[src/rtl/valu_config.svh]
`ifndef VALU_CONFIG_SVH
`define VALU_CONFIG_SVH

// One operand or result double-word
`define VALU_DWORD_W 64

// Function code and element width fields
`define VALU_FUNCT_W 6
`define VALU_WW_W 2

// Element widths below the full double-word
`define VALU_BYTE_W 8
`define VALU_HALF_W 16
`define VALU_WORD_W 32

`endif

[src/rtl/valu_pkg.sv]
`include "valu_config.svh"

package valu_pkg;

	// Bit 0 is the most significant bit, element 0 sits at the top
	typedef logic [0:`VALU_DWORD_W-1] dword_t;
	typedef logic [0:`VALU_WORD_W-1] word_t;
	typedef logic [0:`VALU_HALF_W-1] half_t;
	typedef logic [0:`VALU_BYTE_W-1] byte_t;

	// Register-ALU function codes
	typedef enum logic [0:`VALU_FUNCT_W-1] {
		vand   = 6'd1,
		vor    = 6'd2,
		vxor   = 6'd3,
		vnot   = 6'd4,
		vmov   = 6'd5,
		vadd   = 6'd6,
		vsub   = 6'd7,
		vmuleu = 6'd8,
		vmulou = 6'd9,
		vrtth  = 6'd13
	} funct_t;

	typedef enum logic [0:`VALU_WW_W-1] {
		w8  = 2'd0,
		w16 = 2'd1,
		w32 = 2'd2,
		w64 = 2'd3
	} width_t;

endpackage

[src/rtl/valu_mult.sv]
`timescale 1ns/1ps

`include "valu_config.svh"

module valu_mult (
	input  valu_pkg::dword_t src_a,
	input  valu_pkg::dword_t src_b,
	input  valu_pkg::funct_t funct,
	input  valu_pkg::width_t ww,
	output valu_pkg::dword_t product
);

	// Number of double-width products per width
	localparam int PAIRS_8  = `VALU_DWORD_W / `VALU_HALF_W;
	localparam int PAIRS_16 = `VALU_DWORD_W / `VALU_WORD_W;

	logic active;
	logic odd_sel;

	assign odd_sel = (funct == valu_pkg::vmulou);
	assign active  = (funct == valu_pkg::vmuleu) || odd_sel;

	// Element 2j (even) or 2j+1 (odd) feeds product slot j
	always_comb begin
		valu_pkg::byte_t a8;
		valu_pkg::byte_t b8;
		valu_pkg::half_t a16;
		valu_pkg::half_t b16;
		valu_pkg::word_t a32;
		valu_pkg::word_t b32;
		int sel;
		a8 = '0;
		b8 = '0;
		a16 = '0;
		b16 = '0;
		a32 = '0;
		b32 = '0;
		sel = odd_sel ? 1 : 0;
		product = '0;
		if (active) begin
			case (ww)
				valu_pkg::w8: begin
					for (int j = 0; j < PAIRS_8; j++) begin
						a8 = src_a[(2 * j + sel) * `VALU_BYTE_W +: `VALU_BYTE_W];
						b8 = src_b[(2 * j + sel) * `VALU_BYTE_W +: `VALU_BYTE_W];
						product[j * `VALU_HALF_W +: `VALU_HALF_W] =
							valu_pkg::half_t'(a8) * valu_pkg::half_t'(b8);
					end
				end
				valu_pkg::w16: begin
					for (int j = 0; j < PAIRS_16; j++) begin
						a16 = src_a[(2 * j + sel) * `VALU_HALF_W +: `VALU_HALF_W];
						b16 = src_b[(2 * j + sel) * `VALU_HALF_W +: `VALU_HALF_W];
						product[j * `VALU_WORD_W +: `VALU_WORD_W] =
							valu_pkg::word_t'(a16) * valu_pkg::word_t'(b16);
					end
				end
				valu_pkg::w32: begin
					a32 = src_a[sel * `VALU_WORD_W +: `VALU_WORD_W];
					b32 = src_b[sel * `VALU_WORD_W +: `VALU_WORD_W];
					product = valu_pkg::dword_t'(a32) * valu_pkg::dword_t'(b32);
				end
				// No 64x64 multiply, result stays zero
				default: product = '0;
			endcase
		end
	end

endmodule

[config.mk]
export PLATFORM = sky130hd
export DESIGN_NAME = valu_mult
export DESIGN_NICKNAME = d
export VERILOG_FILES = /design/src/rtl/valu_pkg.sv /design/src/rtl/valu_mult.sv
export VERILOG_INCLUDE_DIRS = /design/src /design/src/rtl
export SDC_FILE = /design/constraint.sdc
export NUM_CORES = 2
export LEC_CHECK = 0
export BUFFER_PORTS_ARGS = -buffer_cell sky130_fd_sc_hd__buf_2
export CAP_MARGIN = 20
export CORE_MARGIN = 8
export CORE_UTILIZATION = 30
export DETAILED_ROUTE_END_ITERATION = 12
export PLACE_DENSITY = 0.49
export SKIP_LAST_GASP = 1
export SLEW_MARGIN = 20
export SYNTH_ARGS = -nofsm -noshare
export SYNTH_HDL_FRONTEND = slang
export SYNTH_SLANG_ARGS = --single-unit
[constraint.sdc]
create_clock -name vclk -period 36.7
set_clock_uncertainty 0.15 [all_clocks]
set_input_delay 7.34 -clock vclk [all_inputs]
set_output_delay 7.34 -clock vclk [all_outputs]
set_load 0.05 [all_outputs]
==> summary.txt <==
Status
  • Status: finished, final reports clean

Job
  • Max-cap violations: 0

Cells and area
  • FFs & Latches: 0
  • Layout cells sized above 1: 0.0526
  • Final-layout clock buffer total: 0
  • Nets: 9670
  • Synthesis-to-finish area growth: 7.39%
  • Seq. cell area: 0 um^2

Worst setup path
  • CP max stage delay: 0.75 ns
  • CP endpoint kind: output pin
  • WS Path Type: in2out
  • Buf/Inv on CP: 8
  • Crit path max-delay family: adder cells
  • Crit path top cell by count: fa_1
  • Crit path DAT: 18.57 ns
  • Max FO, Critical Path: 71
  • CP Data Required Time: approximately 29 ns
  • Worst-path cell with the longest stage delay: and3_4
  • Startpoint Class: input pin

Routing
  • WL final: 277000 um
  • Final ANT Viol Nets: 0
  • First drt pass iteration count: 6
  • DR iter-0 viols: 5236
  • Vias per cell: about 5.2
  • Drt wl/cell: about 27 um
  • Vias: between 50000 and 60000
  • Residual DRC: 0

Clocking
  • Post-cts hold buffer count: 0
  • PostCTS Resize Cnt: 0
  • Post-CTS Setup Repair Bufs: 0

Timing
  • Final TNS setup: 0 ns
  • Max Freq: roughly 38 MHz
  • Final Setup Violations: 0
  • Tmin final: between 20 and 30 ns
  • Tcrit/Tclk final: 0.710
  • Relative slew slack: 0.251
  • Fin. max-slew vios: 0
  • Worst-margin pin slew: between 1 and 1.5 ns
  • RSZ-0062 raised after global routing: false
  • Final hold viol count: 0

Die
  • Die Span X: ~460 um
  • DIE AREA: 214000 um^2
  • DIE HEIGHT: roughly 460 um
  • IO Count: 200
  • Row count: 164
  • Initial core utilization: 0.300
  • Core Box Area: 199000 um^2

Synthesis
  • Syn_nets: 9635
  • Post-synth top area cell: fa_1
  • Sequential cell area fraction in the yosys report: 0
  • Synth Warn #: 0
  • Syn avg cell area: 8.01 um^2
  • Most common cell in the synthesized netlist: inv_1
  • Top cell type's share of synthesized area: 0.479
  • Synth cell count leaders: inv_1 (1555), nand2_1 (1441), fa_1 (1428), nor2_1 (939), ha_1 (615)
  • Mapped Cells: ~7500
  • Post-synthesis cell type count: 71
  • Synth area leaders: fa_1 (48%), ha_1 (13%), inv_1 (9.8%), nand2_1 (9.1%), nor2_1 (5.9%)
  • Mapped Area: 59700 um^2

Global route
  • Number of global-route vias before repair: 55400
  • Antenna violations before repair: 9
  • Largest net degree at the start of global routing: 184
  • GRT overflow: 0
  • Total GRT Usage: 0.257
  • Global-route wire length before repair: 400000 um

Placement
  • PortBufs: 200
  • Final Wtd Congestion: 1.07
  • HPWL after DPL: 236000 um

Hold path
  • Hold Crit Class: in2out
==> metrics by stage <==
step                cell area, um^2  cells  utilization  hold slack (ns)  setup WS, ns
floorplan                     59700   7456            -            14.99         12.78
global placement              64100  10100        0.323            15.36         10.83
detailed placement            64100  10100        0.323            15.37         10.80
CTS                           64100  10100        0.323            15.37         10.76
global route                  64100  10100        0.323            15.43         10.32
finish                        64200  10200        0.323            15.36         10.64
==> cell usage in the layout, fill, tap and decap left out, drive strengths merged, types with 21 or more instances in the layout <==
| cell type | count |
|---|---|
| nand4 | 29 |
| a21oi | 385 |
| o21ai | 99 |
| a21o | 61 |
| fa | 1428 |
| inv | 1555 |
| a31oi | 27 |
| and2 | 74 |
| nand2b | 24 |
| xnor2 | 100 |
| nor2b | 25 |
| o22ai | 24 |
| nor2 | 939 |
| nand3 | 21 |
| ha | 615 |
| buf | 342 |
| nand2 | 1441 |
| o21bai | 31 |
| nor3 | 28 |
| xor2 | 52 |
| o21a | 22 |
==> final timing paths <==
check / start / end / cells after the start
setup / recovery: funct[5] / product[40] / 32
hold / removal: funct[3] / product[32] / 5
==> layer usage <==
layer / up-vias / share of wire / GRT usage
li1: 22400 / - / -
met4: 2 / 0.086 / 0.165
met3: 590 / 0.083 / 0.0445
met2: 2645 / 0.43 / 0.391
met5: - / 0.000047 / 0
met1: 26700 / 0.40 / 0.338
==> area by class of cell <==
| cell class | count | area [um^2] |
|---|---|---|
| Timing Repair Buffer | 342 | 2080 |
| Multi-Input combinational cell | 5592 | 52900 |
| Tap cell | 2656 | 3320 |
| Fill cell | 21400 | 135000 |
| Antenna cell | 7 | 17.5 |
| Inverter | 1555 | 5840 |
==> cells by family (layout without fill, tap and decap cells) <==
| group | count (synthesis) | count (layout) | share of synthesized area |
|---|---|---|---|
| AO/OA/AOI/OAI | 758 | 758 | 0.0757 |
| AND/OR/NAND/NOR | 2626 | 2626 | 0.175 |
| multiplexers | 13 | 13 | 0.00218 |
| adder cells (fa/ha/maj) | 2043 | 2043 | 0.607 |
| buffers and inverters | 1864 | 1897 | 0.117 |
| XOR/XNOR | 152 | 152 | 0.0223 |
| other | 0 | 7 | 0 |
