==> src/rtl/valu_config.svh <==
`ifndef VALU_CONFIG_SVH
`define VALU_CONFIG_SVH

// One operand or result double-word
`define VALU_DWORD_W 64

// Function code and element width fields
`define VALU_FUNCT_W 6
`define VALU_WW_W 2

// Element widths below the full double-word
`define VALU_BYTE_W 8
`define VALU_HALF_W 16
`define VALU_WORD_W 32

`endif

==> src/rtl/valu_pkg.sv <==
`include "valu_config.svh"

package valu_pkg;

	// Bit 0 is the most significant bit, element 0 sits at the top
	typedef logic [0:`VALU_DWORD_W-1] dword_t;
	typedef logic [0:`VALU_WORD_W-1] word_t;
	typedef logic [0:`VALU_HALF_W-1] half_t;
	typedef logic [0:`VALU_BYTE_W-1] byte_t;

	// Register-ALU function codes
	typedef enum logic [0:`VALU_FUNCT_W-1] {
		vand   = 6'd1,
		vor    = 6'd2,
		vxor   = 6'd3,
		vnot   = 6'd4,
		vmov   = 6'd5,
		vadd   = 6'd6,
		vsub   = 6'd7,
		vmuleu = 6'd8,
		vmulou = 6'd9,
		vrtth  = 6'd13
	} funct_t;

	typedef enum logic [0:`VALU_WW_W-1] {
		w8  = 2'd0,
		w16 = 2'd1,
		w32 = 2'd2,
		w64 = 2'd3
	} width_t;

endpackage

==> src/rtl/valu_writeback.sv <==
`timescale 1ns/1ps

module valu_writeback (
	input  logic             clk,
	input  logic             rst,
	input  logic             in_valid,
	input  valu_pkg::funct_t funct,
	input  valu_pkg::dword_t sum,
	input  valu_pkg::dword_t product,
	input  valu_pkg::dword_t logic_out,
	output valu_pkg::dword_t result,
	output logic             out_valid
);

	valu_pkg::dword_t selected;

	// Unkept codes land on logic_out, which is zero for them
	always_comb begin
		case (funct)
			valu_pkg::vadd,
			valu_pkg::vsub:   selected = sum;
			valu_pkg::vmuleu,
			valu_pkg::vmulou: selected = product;
			default:          selected = logic_out;
		endcase
	end

	// Single execute-to-next-stage register
	always_ff @(posedge clk) begin
		if (rst) begin
			result    <= '0;
			out_valid <= 1'b0;
		end else begin
			out_valid <= in_valid;
			if (in_valid) begin
				result <= selected;
			end
		end
	end

endmodule

==> config.mk <==
export PLATFORM = sky130hd
export DESIGN_NAME = valu_writeback
export DESIGN_NICKNAME = d
export VERILOG_FILES = /design/src/rtl/valu_pkg.sv /design/src/rtl/valu_writeback.sv
export VERILOG_INCLUDE_DIRS = /design/src /design/src/rtl
export SDC_FILE = /design/constraint.sdc
export NUM_CORES = 1
export LEC_CHECK = 0
export ABC_CLOCK_PERIOD_IN_PS = 1950
export CAP_MARGIN = 20
export CORE_AREA = 3 3 101 103
export DETAILED_ROUTE_END_ITERATION = 8
export DIE_AREA = 0 0 104 106
export DONT_BUFFER_PORTS = 1
export PLACE_DENSITY = 0.54
export SETUP_SLACK_MARGIN = 0.2
export SLEW_MARGIN = 20
export SYNTH_ARGS = -nofsm -noshare
export SYNTH_HDL_FRONTEND = slang
export SYNTH_SLANG_ARGS = --single-unit
==> constraint.sdc <==
create_clock -name clk -period 1.95 [get_ports clk]
set_input_delay 0.195 -clock clk [delete_from_list [all_inputs] [get_ports clk]]
set_output_delay 0.195 -clock clk [all_outputs]
set_load 0.02 [all_outputs]
==> results of run 1 <==
cells by family after synthesis:
family                 count (synthesis)
buffers and inverters                 41
AO/OA/AOI/OAI                        129
flip-flops                            65
AND/OR/NAND/NOR                      135
layout by cell type, fill, tap and decap left out, drive strengths merged:
cell         synthesis  layout
a311oi              63      63
and4bb               1       1
and4b                1       1
clkinvlp             0       1
nor2b                1       1
a41oi                1       1
o21bai               1       1
dlygate4sd3          0      22
bufinv               0       2
nor3b                1       1
clkbuf              24      11
o21ai                1       1
dfxtp               65      65
nand2               66      66
nor2                64      64
a22oi               63      63
and3b                1       1
clkinv               0       2
buf                 17       8
where the power goes:
group,switching (mW),internal [mW],leakage (nW)
Combinational,0.151,0.142,0.644
Sequential,0.190,1.43,0.541
Clock,0.520,0.786,0.115
Total,0.860,2.35,1.30
repair_timing:
action	4_1_cts	5_1_grt
hold buffers	23	1
endpoints found under the hold margin	65	1
endpoints found under the setup margin	0	2
gates resized for setup	0	4
final cells by class:
cell class	count	area, sq um
repair buffers	30	335
well taps	129	161
clock inverters	5	77.6
multi-input cells	264	1590
fillers	984	5660
flip-flops and latches	65	1300
clock buffers	11	151
final timing paths:
| path | from | to | slack, ns | cells after the start |
|---|---|---|---|---|
| worst max-delay path | funct[5] | result[54] | 0.35 | 6 |
| worst max register to register | result[1] | result[1] | 0.58 | 3 |
| worst min-delay path | logic_out[51] | result[51] | 0.02 | 2 |
| worst min register to register | result[23] | result[23] | 0.58 | 2 |
registers in the layout (all words and copies together), names as in the netlist:
| register | flops |
|---|---|
| result | 64 |
| out_valid | 1 |
cell usage after synthesis:
cell      count  area (sq um)
clkbuf_1     21          78.8
o21ai_4       1          16.3
a41oi_1       1          8.76
nor2b_1       1          6.26
a311oi_1     63           552
buf_6        14           158
dfxtp_1      65          1300
nand2_1      66           248
and3b_1       1          8.76
o21bai_1      1          7.51
a22oi_1      63           473
nor3b_1       1          7.51
nor2_2        1          6.26
buf_4         3          22.5
and4b_1       1          10.0
and4bb_1      1          12.5
clkbuf_4      3          22.5
nor2_1       63           236
through the flow:
| stage | hold slack, ns | setup WS, ns | area [sq um] | power [mW] | std cells |
|---|---|---|---|---|---|
| 6_report | 0.0185 | 0.347 | 3620 | 3.21 | 504 |
| 5_1_grt | 0.00177 | 0.191 | 3620 | 3.37 | 504 |
| 2_1_floorplan | 0.354 | 0.709 | 3180 | 1.85 | 370 |
| 3_5_place_dp | 0.278 | 0.414 | 3100 | 1.85 | 464 |
| 3_3_place_gp | 0.275 | 0.482 | 3100 | 1.84 | 464 |
| 4_1_cts | 0.000112 | 0.310 | 3600 | 3.26 | 503 |
per-layer routing:
layer  vias to the layer above  global-route usage (%)  share of wire, %
li1                       1407                       -                 -
met1                      1434                    21.3                39
met2                       156                    29.7                52
met3                         8                    5.83               8.5
met4                         0                    4.27              0.88
met5                         -                       0                 0
==> impl_metrics.tcl, run 1 <==
set metrics [dict create \
    fin_util_pct 39.0 \
    grt-ovfl-total 0 \
    cp_max_fo 33 \
    max_stage_delay_ns 0.57 \
    cp.arrival_ns 1.88 \
    worst_setup_path_start_kind "input pin" \
    area_growth_pct 14.0 \
    syn-cell-area_sq_mm 0.00318 \
    synth_nets 571 \
    max_freq_mhz 624 \
    synthCells 370 \
    cp_cell_sequence "nor2_2 -> and4b_2 -> buf_6 -> a22oi_1 -> a311oi_1 -> dlygate4sd3_1" \
    clock_path_buffers 2 \
    slew_violations 0 \
    finalSetupViolCount 0 \
    synth_compound_area_share_pct 33.3 \
    cts_buffers 9 \
    fp-row-count 35 \
    grt_use_total_pct 17.5 \
    yosys.area_share.adder_pct 0 \
    drive_gt1_share_pct 7.47 \
    period_minus_slack_ns 1.60 \
    die_height_um 106 \
    core_area_sq_mm 0.00928 \
    timing.slew.headroom_pct 75.3 \
    layout.nets 571 \
    tns_ns 0 \
    io_pins 266 \
    worstSetupPathType "input pin to flop" \
    post_cts_buffers 0 \
    status "finished, final reports clean" \
    vias 3005 \
    synth_top_family_by_area "compound AO/OA/AOI/OAI gates" \
    h-tree-depth 3 \
    required_ns 2.23 \
    fin_skew_ns 0 \
    final_hold_viol_count 0 \
    wl_per_cell_um 20.6 \
    rsz0062_at_grt "true" \
    clock_sinks 65 \
    ys_ff_latch 65 \
    grt_max_degree 67 \
    cts-root-buf "clkbuf_8" \
    n_antenna_cell 0 \
    remaining_drc_errors 0 \
    leakage_nw 1.30 \
    dieArea_sq_mm 0.0110 \
    end_kind "flop" \
    worstSkewPairLatency_ns 0.33 \
    dp_hpwl_mm 6.92 \
    synth_cell_types 18 \
    initial_core_util_pct 34.2 \
    crit_path_top_delay_cell "dlygate4sd3_1" \
    vdd_drop_max_uv 328 \
    clkTransAtPathRegs_ns 0.07 \
    drt_first_pass_iters 5 \
    first_iter_violations 253 \
    wirelength_mm 10.4 \
    grt_pass1_wl_mm 15.6 \
    io_buffer_count 0 \
    grt_pass1_vias 2865 \
    cp_top_family "buffers and inverters" \
    viasPerCell 5.96 \
    ys_seq_area_share_pct 41.0 \
    synthSimpleGateAreaFrac_pct 16.9 \
    antenna_found_initial 0 \
    die_w_um 104 \
    powerDensity_mw_per_mm2 888 \
    max_cap_violations 0 \
    ant_nets 0 \
    synth_xor_area_share_pct 0 \
    synthMuxAreaShare_pct 0 \
    gp_congestion 0.748 \
    cts_tree "done" \
    crit_buf_inv 2 \
    yosys_warnings 0 \
    hold_path.class "input pin to flop" \
    tightest_slew_ns 0.369 \
    avgSynthCellArea_sq_um 8.58 \
    finalCritPeriodShare_pct 82.2 \
]
Note: power is estimated with default switching activity, not from simulation.
==> run 2, diff against run 1 <==
--- a/config.mk
+++ b/config.mk
@@ -6,7 +6,7 @@
 export SDC_FILE = /design/constraint.sdc
 export NUM_CORES = 1
 export LEC_CHECK = 0
-export ABC_CLOCK_PERIOD_IN_PS = 1950
+export ABC_CLOCK_PERIOD_IN_PS = 1500
 export CAP_MARGIN = 20
 export CORE_AREA = 3 3 101 103
 export DETAILED_ROUTE_END_ITERATION = 8
==> constraint.sdc (replaced) <==
create_clock -name clk -period 1.5 [get_ports clk]
set_input_delay 0.15 -clock clk [delete_from_list [all_inputs] [get_ports clk]]
set_output_delay 0.15 -clock clk [all_outputs]
set_load 0.02 [all_outputs]
==> impl_metrics.tcl, run 2 (synthesis gave the netlist of run 1 again) <==
set metrics [dict create \
    grt_pass1_vias 2634 \
    die_w_um 104 \
    area_growth_pct 6.50 \
    rsz0062_at_grt "false" \
    drt_first_pass_iters 6 \
    pre_cts_ws_ns 0.118 \
    worstSetupPathType "input pin to flop" \
    io_buffer_count 0 \
    slew_violations 0 \
    max_freq_mhz 998 \
    cp_top_family "simple AND/OR/NAND/NOR gates" \
    cp_cell_sequence "nor2_2 -> and4b_2 -> buf_12 -> a22oi_1 -> a311oi_1" \
    grt_max_degree 130 \
    cts_buffers 9 \
    violations "negative hold slack" \
    grt_use_total_pct 15.9 \
    grt_util_met3_pct 5.71 \
    finalCritPeriodShare_pct 66.8 \
    crit_path_top_delay_cell "and4b_2" \
    use_met2_pct 26.4 \
    first_iter_violations 210 \
    finalSetupViolCount 0 \
    clock_sinks 65 \
    wirelength_mm 9.50 \
    tightest_slew_ns 0.339 \
    remaining_drc_errors 0 \
    core_area_sq_mm 0.00928 \
    n_antenna_cell 0 \
    hold_path.class "input pin to flop" \
    fin_util_pct 36.4 \
    leakage_nw 1.19 \
    layout.nets 548 \
    dp_hpwl_mm 6.85 \
    top_register "result" \
    worstSkewPairLatency_ns 0.33 \
    cts-root-buf "clkbuf_8" \
    fp-row-count 35 \
    antenna_found_initial 0 \
    required_ns 1.74 \
    initial_core_util_pct 34.2 \
    die_height_um 106 \
    cp.arrival_ns 1.24 \
    period_minus_slack_ns 1.00 \
    end_kind "flop" \
    clock_path_buffers 2 \
    cts_hold_buf 1 \
    powerDensity_mw_per_mm2 1140 \
    grt_pass1_wl_mm 14.2 \
    grtUsageMet1_pct 19.2 \
    vias 2837 \
    power_mw 3.86 \
    viasPerCell 5.91 \
    postCtsResizedCells 0 \
    fin_skew_ns 0 \
    ant_nets 0 \
    final_hold_viol_count 64 \
    crit_buf_inv 1 \
    largest_register_ff_count 64 \
    max_cap_violations 0 \
    hold_slack_ns -0.113 \
    grt-busiest-layer "met2" \
    gp_congestion 0.730 \
    cp_max_fo 33 \
    reg2reg_slack_ns 0.62 \
    drive_gt1_share_pct 6.84 \
    io_pins 266 \
    cts_tree "done" \
    worst_setup_path_start_kind "input pin" \
    tns_ns 0 \
    status "complete, but fails checks" \
    max_stage_delay_ns 0.32 \
    wl_per_cell_um 19.8 \
    final_common_cell "nand2_1" \
    top_regs "result (64), out_valid (1)" \
    post_cts_buffers 0 \
    layout_common_cells "nand2_1, dfxtp_1, a22oi_1, nor2_1, a311oi_1" \
    h-tree-depth 3 \
    grt-ovfl-total 0 \
    dieArea_sq_mm 0.0110 \
    vdd_drop_max_uv 472 \
    timing.slew.headroom_pct 77.3 \
    finalWorstSetupSlack_ns 0.498 \
    clkTransAtPathRegs_ns 0.07 \
]
-- run 2: final timing paths --
| path | startpoint | endpoint | depth (start not counted) |
|---|---|---|---|
| setup / recovery | funct[5] | result[37] | 5 |
| hold / removal | rst | result[0] | 1 |
| setup reg to reg | result[53] | result[53] | 2 |
| hold reg to reg | result[25] | result[25] | 2 |
-- run 2: where the power goes --
| part | leakage (nW) | switching (mW) | internal (mW) |
|---|---|---|---|
| clock network | 0.102 | 0.642 | 0.845 |
| logic | 0.550 | 0.129 | 0.141 |
| registers | 0.541 | 0.245 | 1.85 |
| total | 1.19 | 1.02 | 2.84 |
-- run 2: through the flow --
| stage | area, sq um | cells |
|---|---|---|
| floorplan | 3180 | 370 |
| global placement | 3180 | 464 |
| detailed placement | 3180 | 464 |
| CTS | 3380 | 480 |
| global route | 3380 | 480 |
| finish | 3380 | 480 |
-- run 2: area by class of cell --
class / count / area (sq um)
Clock buffer: 12 / 155
Clock inverter: 3 / 40.0
Fill cell: 997 / 5900
Multi-Input combinational cell: 264 / 1590
Sequential cell: 65 / 1300
Tap cell: 129 / 161
Timing Repair Buffer: 7 / 130
-- run 2: worst reg2reg max path: stages (launching register included) --
cell	delay, ns
dfxtp_1	0.47
nor2_1	0.07
a311oi_1	0.25
-- run 2: layer usage --
| metal | share of wire [%] | vias to the layer above |
|---|---|---|
| met5 | 0 | - |
| met4 | 1.0 | 0 |
| met3 | 8.4 | 8 |
| met2 | 51 | 138 |
| met1 | 39 | 1334 |
| li1 | - | 1357 |
