File: config.mk
export PLATFORM = sky130hd
export DESIGN_NAME = valu_addsub
export DESIGN_NICKNAME = d
export VERILOG_FILES = /design/src/rtl/valu_pkg.sv /design/src/rtl/valu_addsub.sv
export VERILOG_INCLUDE_DIRS = /design/src /design/src/rtl
export SDC_FILE = /design/constraint.sdc
export NUM_CORES = 1
export LEC_CHECK = 0
export ABC_AREA = 1
export ABC_CLOCK_PERIOD_IN_PS = 15370
export BUFFER_PORTS_ARGS = -buffer_cell sky130_fd_sc_hd__buf_2
export CORE_AREA = 2 2 105 107
export DETAILED_ROUTE_END_ITERATION = 10
export DIE_AREA = 0 0 107 109
export PLACE_DENSITY = 0.61
export REMOVE_ABC_BUFFERS = 1
export SLEW_MARGIN = 10
export SYNTH_ARGS = -nofsm -noshare
export SYNTH_HDL_FRONTEND = slang
export SYNTH_SLANG_ARGS = --single-unit
export TNS_END_PERCENT = 30
File: constraint.sdc
create_clock -name vclk -period 15.37
set_input_delay 0 -clock vclk [all_inputs]
set_output_delay 0 -clock vclk [all_outputs]
set_load 0.1 [all_outputs]
File: src/rtl/valu_config.svh
`ifndef VALU_CONFIG_SVH
`define VALU_CONFIG_SVH

// One operand or result double-word
`define VALU_DWORD_W 64

// Function code and element width fields
`define VALU_FUNCT_W 6
`define VALU_WW_W 2

// Element widths below the full double-word
`define VALU_BYTE_W 8
`define VALU_HALF_W 16
`define VALU_WORD_W 32

`endif

File: src/rtl/valu_pkg.sv
`include "valu_config.svh"

package valu_pkg;

	// Bit 0 is the most significant bit, element 0 sits at the top
	typedef logic [0:`VALU_DWORD_W-1] dword_t;
	typedef logic [0:`VALU_WORD_W-1] word_t;
	typedef logic [0:`VALU_HALF_W-1] half_t;
	typedef logic [0:`VALU_BYTE_W-1] byte_t;

	// Register-ALU function codes
	typedef enum logic [0:`VALU_FUNCT_W-1] {
		vand   = 6'd1,
		vor    = 6'd2,
		vxor   = 6'd3,
		vnot   = 6'd4,
		vmov   = 6'd5,
		vadd   = 6'd6,
		vsub   = 6'd7,
		vmuleu = 6'd8,
		vmulou = 6'd9,
		vrtth  = 6'd13
	} funct_t;

	typedef enum logic [0:`VALU_WW_W-1] {
		w8  = 2'd0,
		w16 = 2'd1,
		w32 = 2'd2,
		w64 = 2'd3
	} width_t;

endpackage

File: src/rtl/valu_addsub.sv
`timescale 1ns/1ps

`include "valu_config.svh"

module valu_addsub (
	input  valu_pkg::dword_t src_a,
	input  valu_pkg::dword_t src_b,
	input  valu_pkg::funct_t funct,
	input  valu_pkg::width_t ww,
	output valu_pkg::dword_t sum
);

	localparam int NUM_BYTES = `VALU_DWORD_W / `VALU_BYTE_W;

	logic                   active;
	logic                   is_sub;
	valu_pkg::dword_t       b_op;
	logic [0:NUM_BYTES-1]   lane_cut;

	assign is_sub = (funct == valu_pkg::vsub);
	assign active = (funct == valu_pkg::vadd) || is_sub;

	// Two's complement subtract: invert here, carry of one per element below
	assign b_op = is_sub ? ~src_b : src_b;

	// Byte k is the lowest byte of its element when lane_cut[k] is set
	always_comb begin
		case (ww)
			valu_pkg::w8:  lane_cut = 8'b1111_1111;
			valu_pkg::w16: lane_cut = 8'b0101_0101;
			valu_pkg::w32: lane_cut = 8'b0001_0001;
			default:       lane_cut = 8'b0000_0001;
		endcase
	end

	// Byte-sliced carry chain, walked from the least significant byte up
	always_comb begin
		logic carry;
		logic cin;
		logic [0:`VALU_BYTE_W] partial;
		carry = 1'b0;
		cin = 1'b0;
		partial = '0;
		sum = '0;
		if (active) begin
			for (int k = NUM_BYTES - 1; k >= 0; k--) begin
				cin = lane_cut[k] ? is_sub : carry;
				partial = {1'b0, src_a[k * `VALU_BYTE_W +: `VALU_BYTE_W]}
					+ {1'b0, b_op[k * `VALU_BYTE_W +: `VALU_BYTE_W]}
					+ {{`VALU_BYTE_W{1'b0}}, cin};
				carry = partial[0];
				sum[k * `VALU_BYTE_W +: `VALU_BYTE_W] = partial[1:`VALU_BYTE_W];
			end
		end
	end

endmodule

==> results of run 1 <==
-- metal layers --
metal	track usage (%)	vias to the layer above
met5	0	-
met4	1.48	0
met3	2.15	8
met2	32.8	138
met1	20.7	1833
li1	-	2189
-- layout by cell type (no fill, tap or decap), drive strengths merged --
cell     instances
a31oi            6
nor3             2
ha              55
xnor2           70
nand4           13
buf            202
nor2            67
inv             62
o2111ai          5
a21boi           1
a211oi           6
nand3           29
o21ai           37
or2              1
xor2             7
o211ai           2
nand2           87
a21oi           61
fa              15
-- where the power goes --
part | switching (uW) | internal [uW]
Clock | 0 | 0
Combinational | 94.0 | 61.5
Sequential | 0 | 0
Total | 94.0 | 61.5
-- worst max-delay path: cells and delay by family --
kind                     cells  cell delay [ns]
buffers and inverters        9             1.00
AND/OR/NAND/NOR             33             3.14
XOR/XNOR                     1             0.32
adder cells (fa/ha/maj)     15             6.19
AO/OA/AOI/OAI               11             1.21
-- cell type report --
cell class | instances | area share, %
multi-input cells | 464 | 68.9
repair buffers | 202 | 22.2
well taps | 140 | 3.83
inverters | 62 | 5.09
-- per-stage QoR --
step	cell area, um2	cells
after global placement	4570	868
after floorplan	3380	526
after detailed placement	4570	868
final	4570	868
after CTS	4570	868
after global routing	4570	868
-- logic make-up after synthesis --
logic type	Yosys count	share of synthesized area [%]
XOR/XNOR	77	19.4
AND/OR/NAND/NOR	199	24.4
buffers and inverters	75	9.42
adder cells (fa/ha/maj)	70	28.4
AO/OA/AOI/OAI	118	18.4
-- worst max path at each step --
stage | from | endpoint | slack, ns | cells after the start
floorplan | funct[2] | sum[62] | 3.32 | 68
global placement | funct[5] | sum[62] | 3.54 | 69
detailed placement | funct[5] | sum[62] | 3.33 | 69
CTS | funct[5] | sum[62] | 3.31 | 69
global route | funct[3] | sum[62] | 2.36 | 69
finish | funct[5] | sum[62] | 3.48 | 69
-- cells in the mapped netlist (8+ instances only) --
cell / instances / share of area (%)
o21ai_0: 29 / 4.2
fa_1: 15 / 8.6
xnor2_1: 70 / 18
nand2_1: 87 / 9.4
ha_1: 55 / 20
nand3_1: 28 / 4.0
nor2_1: 65 / 7.0
inv_1: 60 / 6.5
o21ai_1: 8 / 1.2
nand4_1: 13 / 2.3
a21oi_1: 61 / 8.8
==> flow_metrics.tcl, run 1 <==
set metrics [dict create \
    place_hpwl_um 8970 \
    cts_hold_buf 0 \
    first_pass_iters 5 \
    seq_cell_count 0 \
    holdCritPathClass "primary input to output port" \
    vias_per_cell 4.80 \
    crit_path_end_kind "output port" \
    fillers 1166 \
    final_nets 936 \
    drive_gt1_share_pct 28.4 \
    grt_usage_pct 17.0 \
    synth_warnings 0 \
    gp_congestion 0.849 \
    slowest_delay_ns 0.46 \
    coreArea_mm2 0.0106 \
    final_max_slew_viol_count 0 \
    num_rows 38 \
    holdCritStartpoint "src_a[0]" \
    die_h_um 109 \
    crit_path_start_kind "primary input" \
    synth_area_mm2 0.00348 \
    yosysSeqAreaShare_pct 0 \
    drc_errors 0 \
    start_util_pct 32.8 \
    multi_input_area_mm2 0.00315 \
    dp_slack_ns 3.33 \
    ys_types 25 \
    rsz0062_at_grt "no" \
    antenna_found_initial 0 \
    postRouteAntennaNets 0 \
    area_growth_syn_to_layout_pct 31.5 \
    vdd_drop_max_mv 0.0113 \
    num_vias 4168 \
    slew_headroom_pct 53.9 \
    wl_met1_um 4480 \
    seq_area_um2 0 \
    maxCapViolations 0 \
    ctsResizeCount 0 \
    hold_ws_ns 0.430 \
    grt_pass1_wl_um 16600 \
    tightestPinTransition_ns 0.690 \
    arrival_ns 11.89 \
    wirelength_um 10500 \
    status "finished clean" \
    io_buffer_count 200 \
    grt_max_degree 39 \
    drt_iter0_markers 153 \
    cpMostUsedCell "fa_1" \
    die_w_um 107 \
    fin_tns_setup_ns 0 \
    holdPathEnd "sum[0]" \
    holdPathStages 3 \
    setup_violations 0 \
    grt_pass1_vias 3797 \
    path_class "primary input to output port" \
    netlist_instances 539 \
    clock_buffers 0 \
    power_uw 155 \
    overflow 0 \
    final_util_pct 43.1 \
    worst_path_max_delay_cell "fa_1" \
    leakage_uw 0.00259 \
    fin_crit_sh_pct 77.3 \
    cp_data_required_time_ns 15.37 \
    timing.final.crit_period_ns 11.89 \
    cts_setup_buffers 0 \
    syn_avg_cell_area_um2 6.45 \
    finalHoldViolCount 0 \
    wl_met2_um 5240 \
    wl_per_cell_um 12.1 \
    finalWorstSetupSlack_ns 3.48 \
    power_density_mw_per_mm2 34.0 \
    top_layer "met4" \
    ios 200 \
    worst-path-max-fanout 31 \
    fmaxAchievable_ghz 0.0841 \
    antennaDiodeCount 0 \
    wl_met3_um 735 \
    dieArea_mm2 0.0117 \
]
(Power assumes the default switching activity.)
==> run 2: changes to the inputs <==
- ABC_AREA: 1 -> 0
- ABC_CLOCK_PERIOD_IN_PS: 15370 -> 10500
- CORE_AREA: 2 2 105 107 -> 2 2 104 106
- DIE_AREA: 0 0 107 109 -> 0 0 106 108
- PLACE_DENSITY: 0.61 -> 0.64
- clock period: 15.37 -> 10.5 ns (I/O delays scaled with it)
==> run 2 against run 1 <==
Against the previous run:
- the flow now finishes with violations (negative setup slack)
- utilization increased by 20 points
- cell count increased by 7.1%
- routed wire length increased by 39%
- sequential share of layout area stayed put
- synthesized cell count fell by 19%
- worst setup slack worse by 5.8 ns
- global-route usage up 7.0 points
==> flow_metrics.tcl, run 2 <==
set metrics [dict create \
    crit_path_end_kind "output port" \
    num_rows 37 \
    cts_hold_buf 0 \
    synth_top_family_by_area "adder cells" \
    postRouteAntennaNets 0 \
    crit_path_start_kind "primary input" \
    rsz0062_at_grt "yes" \
    holdPathStages 4 \
    synth_top_area_cell "ha_1" \
    vdd_drop_max_mv 0.0239 \
    synth_warnings 0 \
    grt_usage_pct 23.9 \
    gp_congestion 0.895 \
    power_density_mw_per_mm2 57.8 \
    slew_headroom_pct 24.6 \
    wl_per_cell_um 15.7 \
    netlist_instances 439 \
    layout_commonest_cell "buf_2" \
    place_hpwl_um 9780 \
    coreArea_mm2 0.0102 \
    power_uw 373 \
    fmaxAchievable_ghz 0.0783 \
    overflow 0 \
    grt_max_degree 50 \
    worst_path_max_delay_cell "fa_2" \
    drc_errors 0 \
    dieArea_mm2 0.0114 \
    fin_cells 930 \
    netlist_top_cells_area "ha_1 (20%), xnor2_1 (19%), fa_1 (8.8%)" \
    cpMostUsedCell "buf_4" \
    finalWorstSetupSlack_ns -2.27 \
    synth_compound_area_share_pct 25.9 \
    post-synth-top-count-cell "xnor2_1" \
    seq_area_um2 0 \
    area_growth_syn_to_layout_pct 89.5 \
    cp_data_required_time_ns 10.50 \
    status "finished, violations left" \
    arrival_ns 12.77 \
    yosysSeqAreaShare_pct 0 \
    final_cell_mix "buf_2 (171), buf_4 (166), xnor2_1 (72)" \
    timing.final.crit_period_ns 12.77 \
    seq_cell_count 0 \
    worst-path-max-fanout 4 \
    drive_gt1_share_pct 54.5 \
    leakage_uw 0.00323 \
    io_buffer_count 200 \
    slowest_delay_ns 0.44 \
    synth_area_mm2 0.00341 \
    ys_types 38 \
    clock_buffers 0 \
    fin_tns_setup_ns -22.05 \
    holdCritPathClass "primary input to output port" \
    violations "negative setup slack" \
    synthAdderAreaFrac_pct 29.0 \
    dp_cells 824 \
    first_pass_iters 6 \
    fillers 916 \
    start_util_pct 33.3 \
    die_h_um 108 \
    dp_slack_ns -3.14 \
    grt_pass1_wl_um 22400 \
    num_vias 4725 \
    antenna_found_initial 0 \
    antennaDiodeCount 0 \
    final_max_slew_viol_count 0 \
    path_class "primary input to output port" \
    vias_per_cell 5.08 \
    netlist.area_leader.share_pct 20.2 \
    drt_iter0_markers 161 \
    setup_violations 17 \
    synth-xor-area-share_pct 24.1 \
    grt_pass1_vias 4814 \
    finalHoldViolCount 0 \
    fin_crit_sh_pct 122 \
    final_nets 1002 \
    yosys-top-cells-count "xnor2_1 (73), ha_1 (55), nor2_1 (51)" \
    syn_avg_cell_area_um2 7.77 \
    ios 200 \
    tightestPinTransition_ns 1.13 \
    maxCapViolations 0 \
    die_w_um 106 \
    wirelength_um 14600 \
    muxShareOfSynthArea_pct 0 \
    yosys.area_share.simple_pct 18.9 \
]
## run 2: changes by cell type after synthesis, sizes merged, moves of 17 or more
cell,previous run,this run
nand3,29,2
a211oi,6,30
nor3,2,23
a21oi,61,24
nand2,87,4
inv,62,3
and2,0,17
a21o,0,17
## run 2: what timing repair did
| action | in CTS | in global routing |
|---|---|---|
| gates resized for setup | 51 | 28 |
| pin swaps | 27 | 52 |
| buffers inserted | 98 | 11 |
| endpoints found under the setup margin | 17 | 18 |
## run 2: cell type report
cell class	instances	area [um2]	area share, %
Multi-Input combinational cell	422	3600	55.7
Tap cell	136	170	2.63
Timing Repair Buffer	369	2680	41.5
Inverter	3	11.3	0.174
## run 2: worst max-delay path, delay by kind of cell
family | cells | cell delay, ns
buffers and inverters | 41 | 5.28
adders and majority gates | 9 | 3.56
AOI/OAI and AO/OA | 16 | 2.92
and+or+nand+nor | 7 | 0.82
xor gates and xnor gates | 1 | 0.17
## run 2: logic make-up (layout without fill, tap and decap cells)
logic type	Yosys count	after routing
compound gates	131	131
simple gates	127	127
fa+ha+maj	70	70
xor+xnor	94	94
buf+inv	17	372
## run 2: layer usage
metal | up-vias | GRT usage (%) | wire length (um)
li1 | 2312 | - | -
met1 | 2150 | 26.1 | 5530
met2 | 205 | 46.6 | 7540
met3 | 58 | 2.89 | 877
met4 | 0 | 9.87 | 681
met5 | - | 0 | 0
## run 2: path summary, 6_finish.rpt
path / startpoint / to / slack (ns)
max: funct[4] / sum[36] / -2.27
min: src_b[0] / sum[0] / 0.56
## run 2: metrics by stage
step                      cell area (um2)  hold slack [ns]  util (%)
after floorplan                      3350            0.440         -
after global placement               5370            0.537      52.5
after detailed placement             5370            0.554      52.5
after CTS                            6290            0.554      61.5
after global routing                 6460            0.595      63.2
final                                6460            0.561      63.2
## run 2: power by group
part	leakage, uW	internal, uW	switching [uW]
clock network	0	0	0
registers	0	0	0
logic	0.00323	194	180
==> run 3: changes to the inputs <==
- CORE_AREA: 2 2 104 106 -> 2 2 94 96
- DIE_AREA: 0 0 106 108 -> 0 0 96 98
- PLACE_DENSITY: 0.64 -> 0.77
- SKIP_LAST_GASP: unset -> 1
==> run 3 against run 2 <==
Against the previous run:
- utilization grew 9.4 points
- critical path depth shrank 7
- worst hold slack lost 0.030 ns
- die area shrank 18%
- global-route usage grew 4.2 points
- the flow still finishes with violations (negative setup slack)
- critical endpoint is now sum[54]
- first-iteration DRC count shrank 13%
- clock-buffer cell count is the same
- flip-flop and latch count is the same
- maximum frequency grew 4.0%
- via count grew 2.6%
- power shrank 6.0%
- routed wire length shrank 2.6%
==> flow_metrics.tcl, run 3 (synthesized netlist as in run 2, its figures left out) <==
set metrics [dict create \
    fin_cells 870 \
    wirelength_um 14200 \
    holdCritPathClass "primary input to output port" \
    dieArea_mm2 0.00941 \
    status "finished, violations left" \
    clock_buffers 0 \
    seq_power_share_pct 0 \
    drc_errors 0 \
    finalHoldViolCount 0 \
    grt_pass1_vias 4979 \
    rsz0062_at_grt "yes" \
    seq_cell_count 0 \
    crit_buf_inv 19 \
    io_buffer_count 200 \
    fmaxAchievable_ghz 0.0815 \
    num_rows 34 \
    vias_per_cell 5.57 \
    die_w_um 96 \
    ios 200 \
    grt_pass1_wl_um 21900 \
    worst_path_max_delay_cell "fa_2" \
    switching_share_pct 49.9 \
    cp_data_required_time_ns 10.50 \
    cpMostUsedCell "buf_4" \
    arrival_ns 12.27 \
    drt_iter0_markers 140 \
    path_class "primary input to output port" \
    grt_usage_pct 28.1 \
    final_cell_mix "buf_2 (173), buf_4 (136), xnor2_1 (71)" \
    start_util_pct 40.3 \
    critPathTopFamily "adder cells" \
    power_density_mw_per_mm2 57.1 \
    p_comb_share_pct 100.0 \
    cts_hold_buf 0 \
    vdd_drop_max_mv 0.0263 \
    antennaDiodeCount 0 \
    fin_tns_setup_ns -15.43 \
    overflow 0 \
    setup_violations 14 \
    grt_max_degree 50 \
    maxCapViolations 0 \
    dp_cells 795 \
    slowest_delay_ns 0.43 \
    tightestPinTransition_ns 1.04 \
    die_h_um 98 \
    violations "negative setup slack" \
    power.share.clock_pct 0 \
    place_hpwl_um 10000 \
    finalWorstSetupSlack_ns -1.77 \
    seq_area_um2 0 \
    postRouteAntennaNets 0 \
    final_nets 970 \
    num_vias 4846 \
    design_area_mm2 0.00615 \
    worst-path-max-fanout 4 \
    final_max_slew_viol_count 0 \
    crit_path_start_kind "primary input" \
    drive_gt1_share_pct 51.6 \
    p_sw_uw 175 \
    first_pass_iters 6 \
    power_uw 351 \
    antenna_found_initial 0 \
    leakage_uw 0.00306 \
    gp_congestion 0.899 \
    timing.final.crit_period_ns 12.27 \
    wl_per_cell_um 16.4 \
    intPower_uw 176 \
    area_growth_syn_to_layout_pct 80.3 \
    fin_crit_sh_pct 117 \
    slew_headroom_pct 30.4 \
    coreArea_mm2 0.00847 \
    crit_path_end_kind "output port" \
    layout_commonest_cell "buf_2" \
    dpl_cell_area_mm2 0.00533 \
]
run 3: cell count changes in the layout (fill, tap and decap cells not counted), sizes merged:
cell    before  now
buf        367  336
clkbuf       2    0
bufbuf       0    1
run 3: worst paths after layout:
path / slack [ns] / end / from / cells past startpoint
worst max-delay path: -1.77 / sum[54] / funct[3] / 67
worst min-delay path: 0.53 / sum[0] / src_a[0] / 4
run 3: power by group through the flow:
stage	registers [uW]	logic, uW	clock network [uW]
after floorplan	0	173	0
after global placement	0	261	0
after detailed placement	0	271	0
after CTS	0	321	0
after global routing	0	378	0
final	0	351	0
run 3: final cells by class:
cell class                      count  area [um2]
Multi-Input combinational cell    422        3570
Tap cell                          108         135
Inverter                            3        11.3
Fill cell                         642        2320
Timing Repair Buffer              337        2420
run 3: worst min-delay path: cells and delay by family:
kind	cells	cell delay [ns]
xor gates and xnor gates	1	0.12
buffers and inverters	2	0.38
and+or+nand+nor	1	0.04
run 3: metal layers:
layer  wire [um]  vias to the layer above  track usage, %
met5           0                        -               0
met4         877                        0            15.5
met3        1280                       86            5.32
met2        7020                      292            50.5
met1        5060                     2220            30.1
li1            -                     2248               -
run 3: timing repair:
action / in CTS / in global routing
resized for setup: 41 / 25
setup buffers: 65 / 10
endpoints found under the setup margin: 17 / 16
pin swaps: 18 / 12
run 3: per-stage QoR:
step	hold slack (ns)	setup WS [ns]	utilization, %
5_1_grt	0.543	-2.35	72.6
4_1_cts	0.529	-1.50	70.4
6_report	0.531	-1.77	72.6
2_1_floorplan	0.440	-5.41	-
3_5_place_dp	0.528	-3.21	62.9
3_3_place_gp	0.517	-2.76	62.9
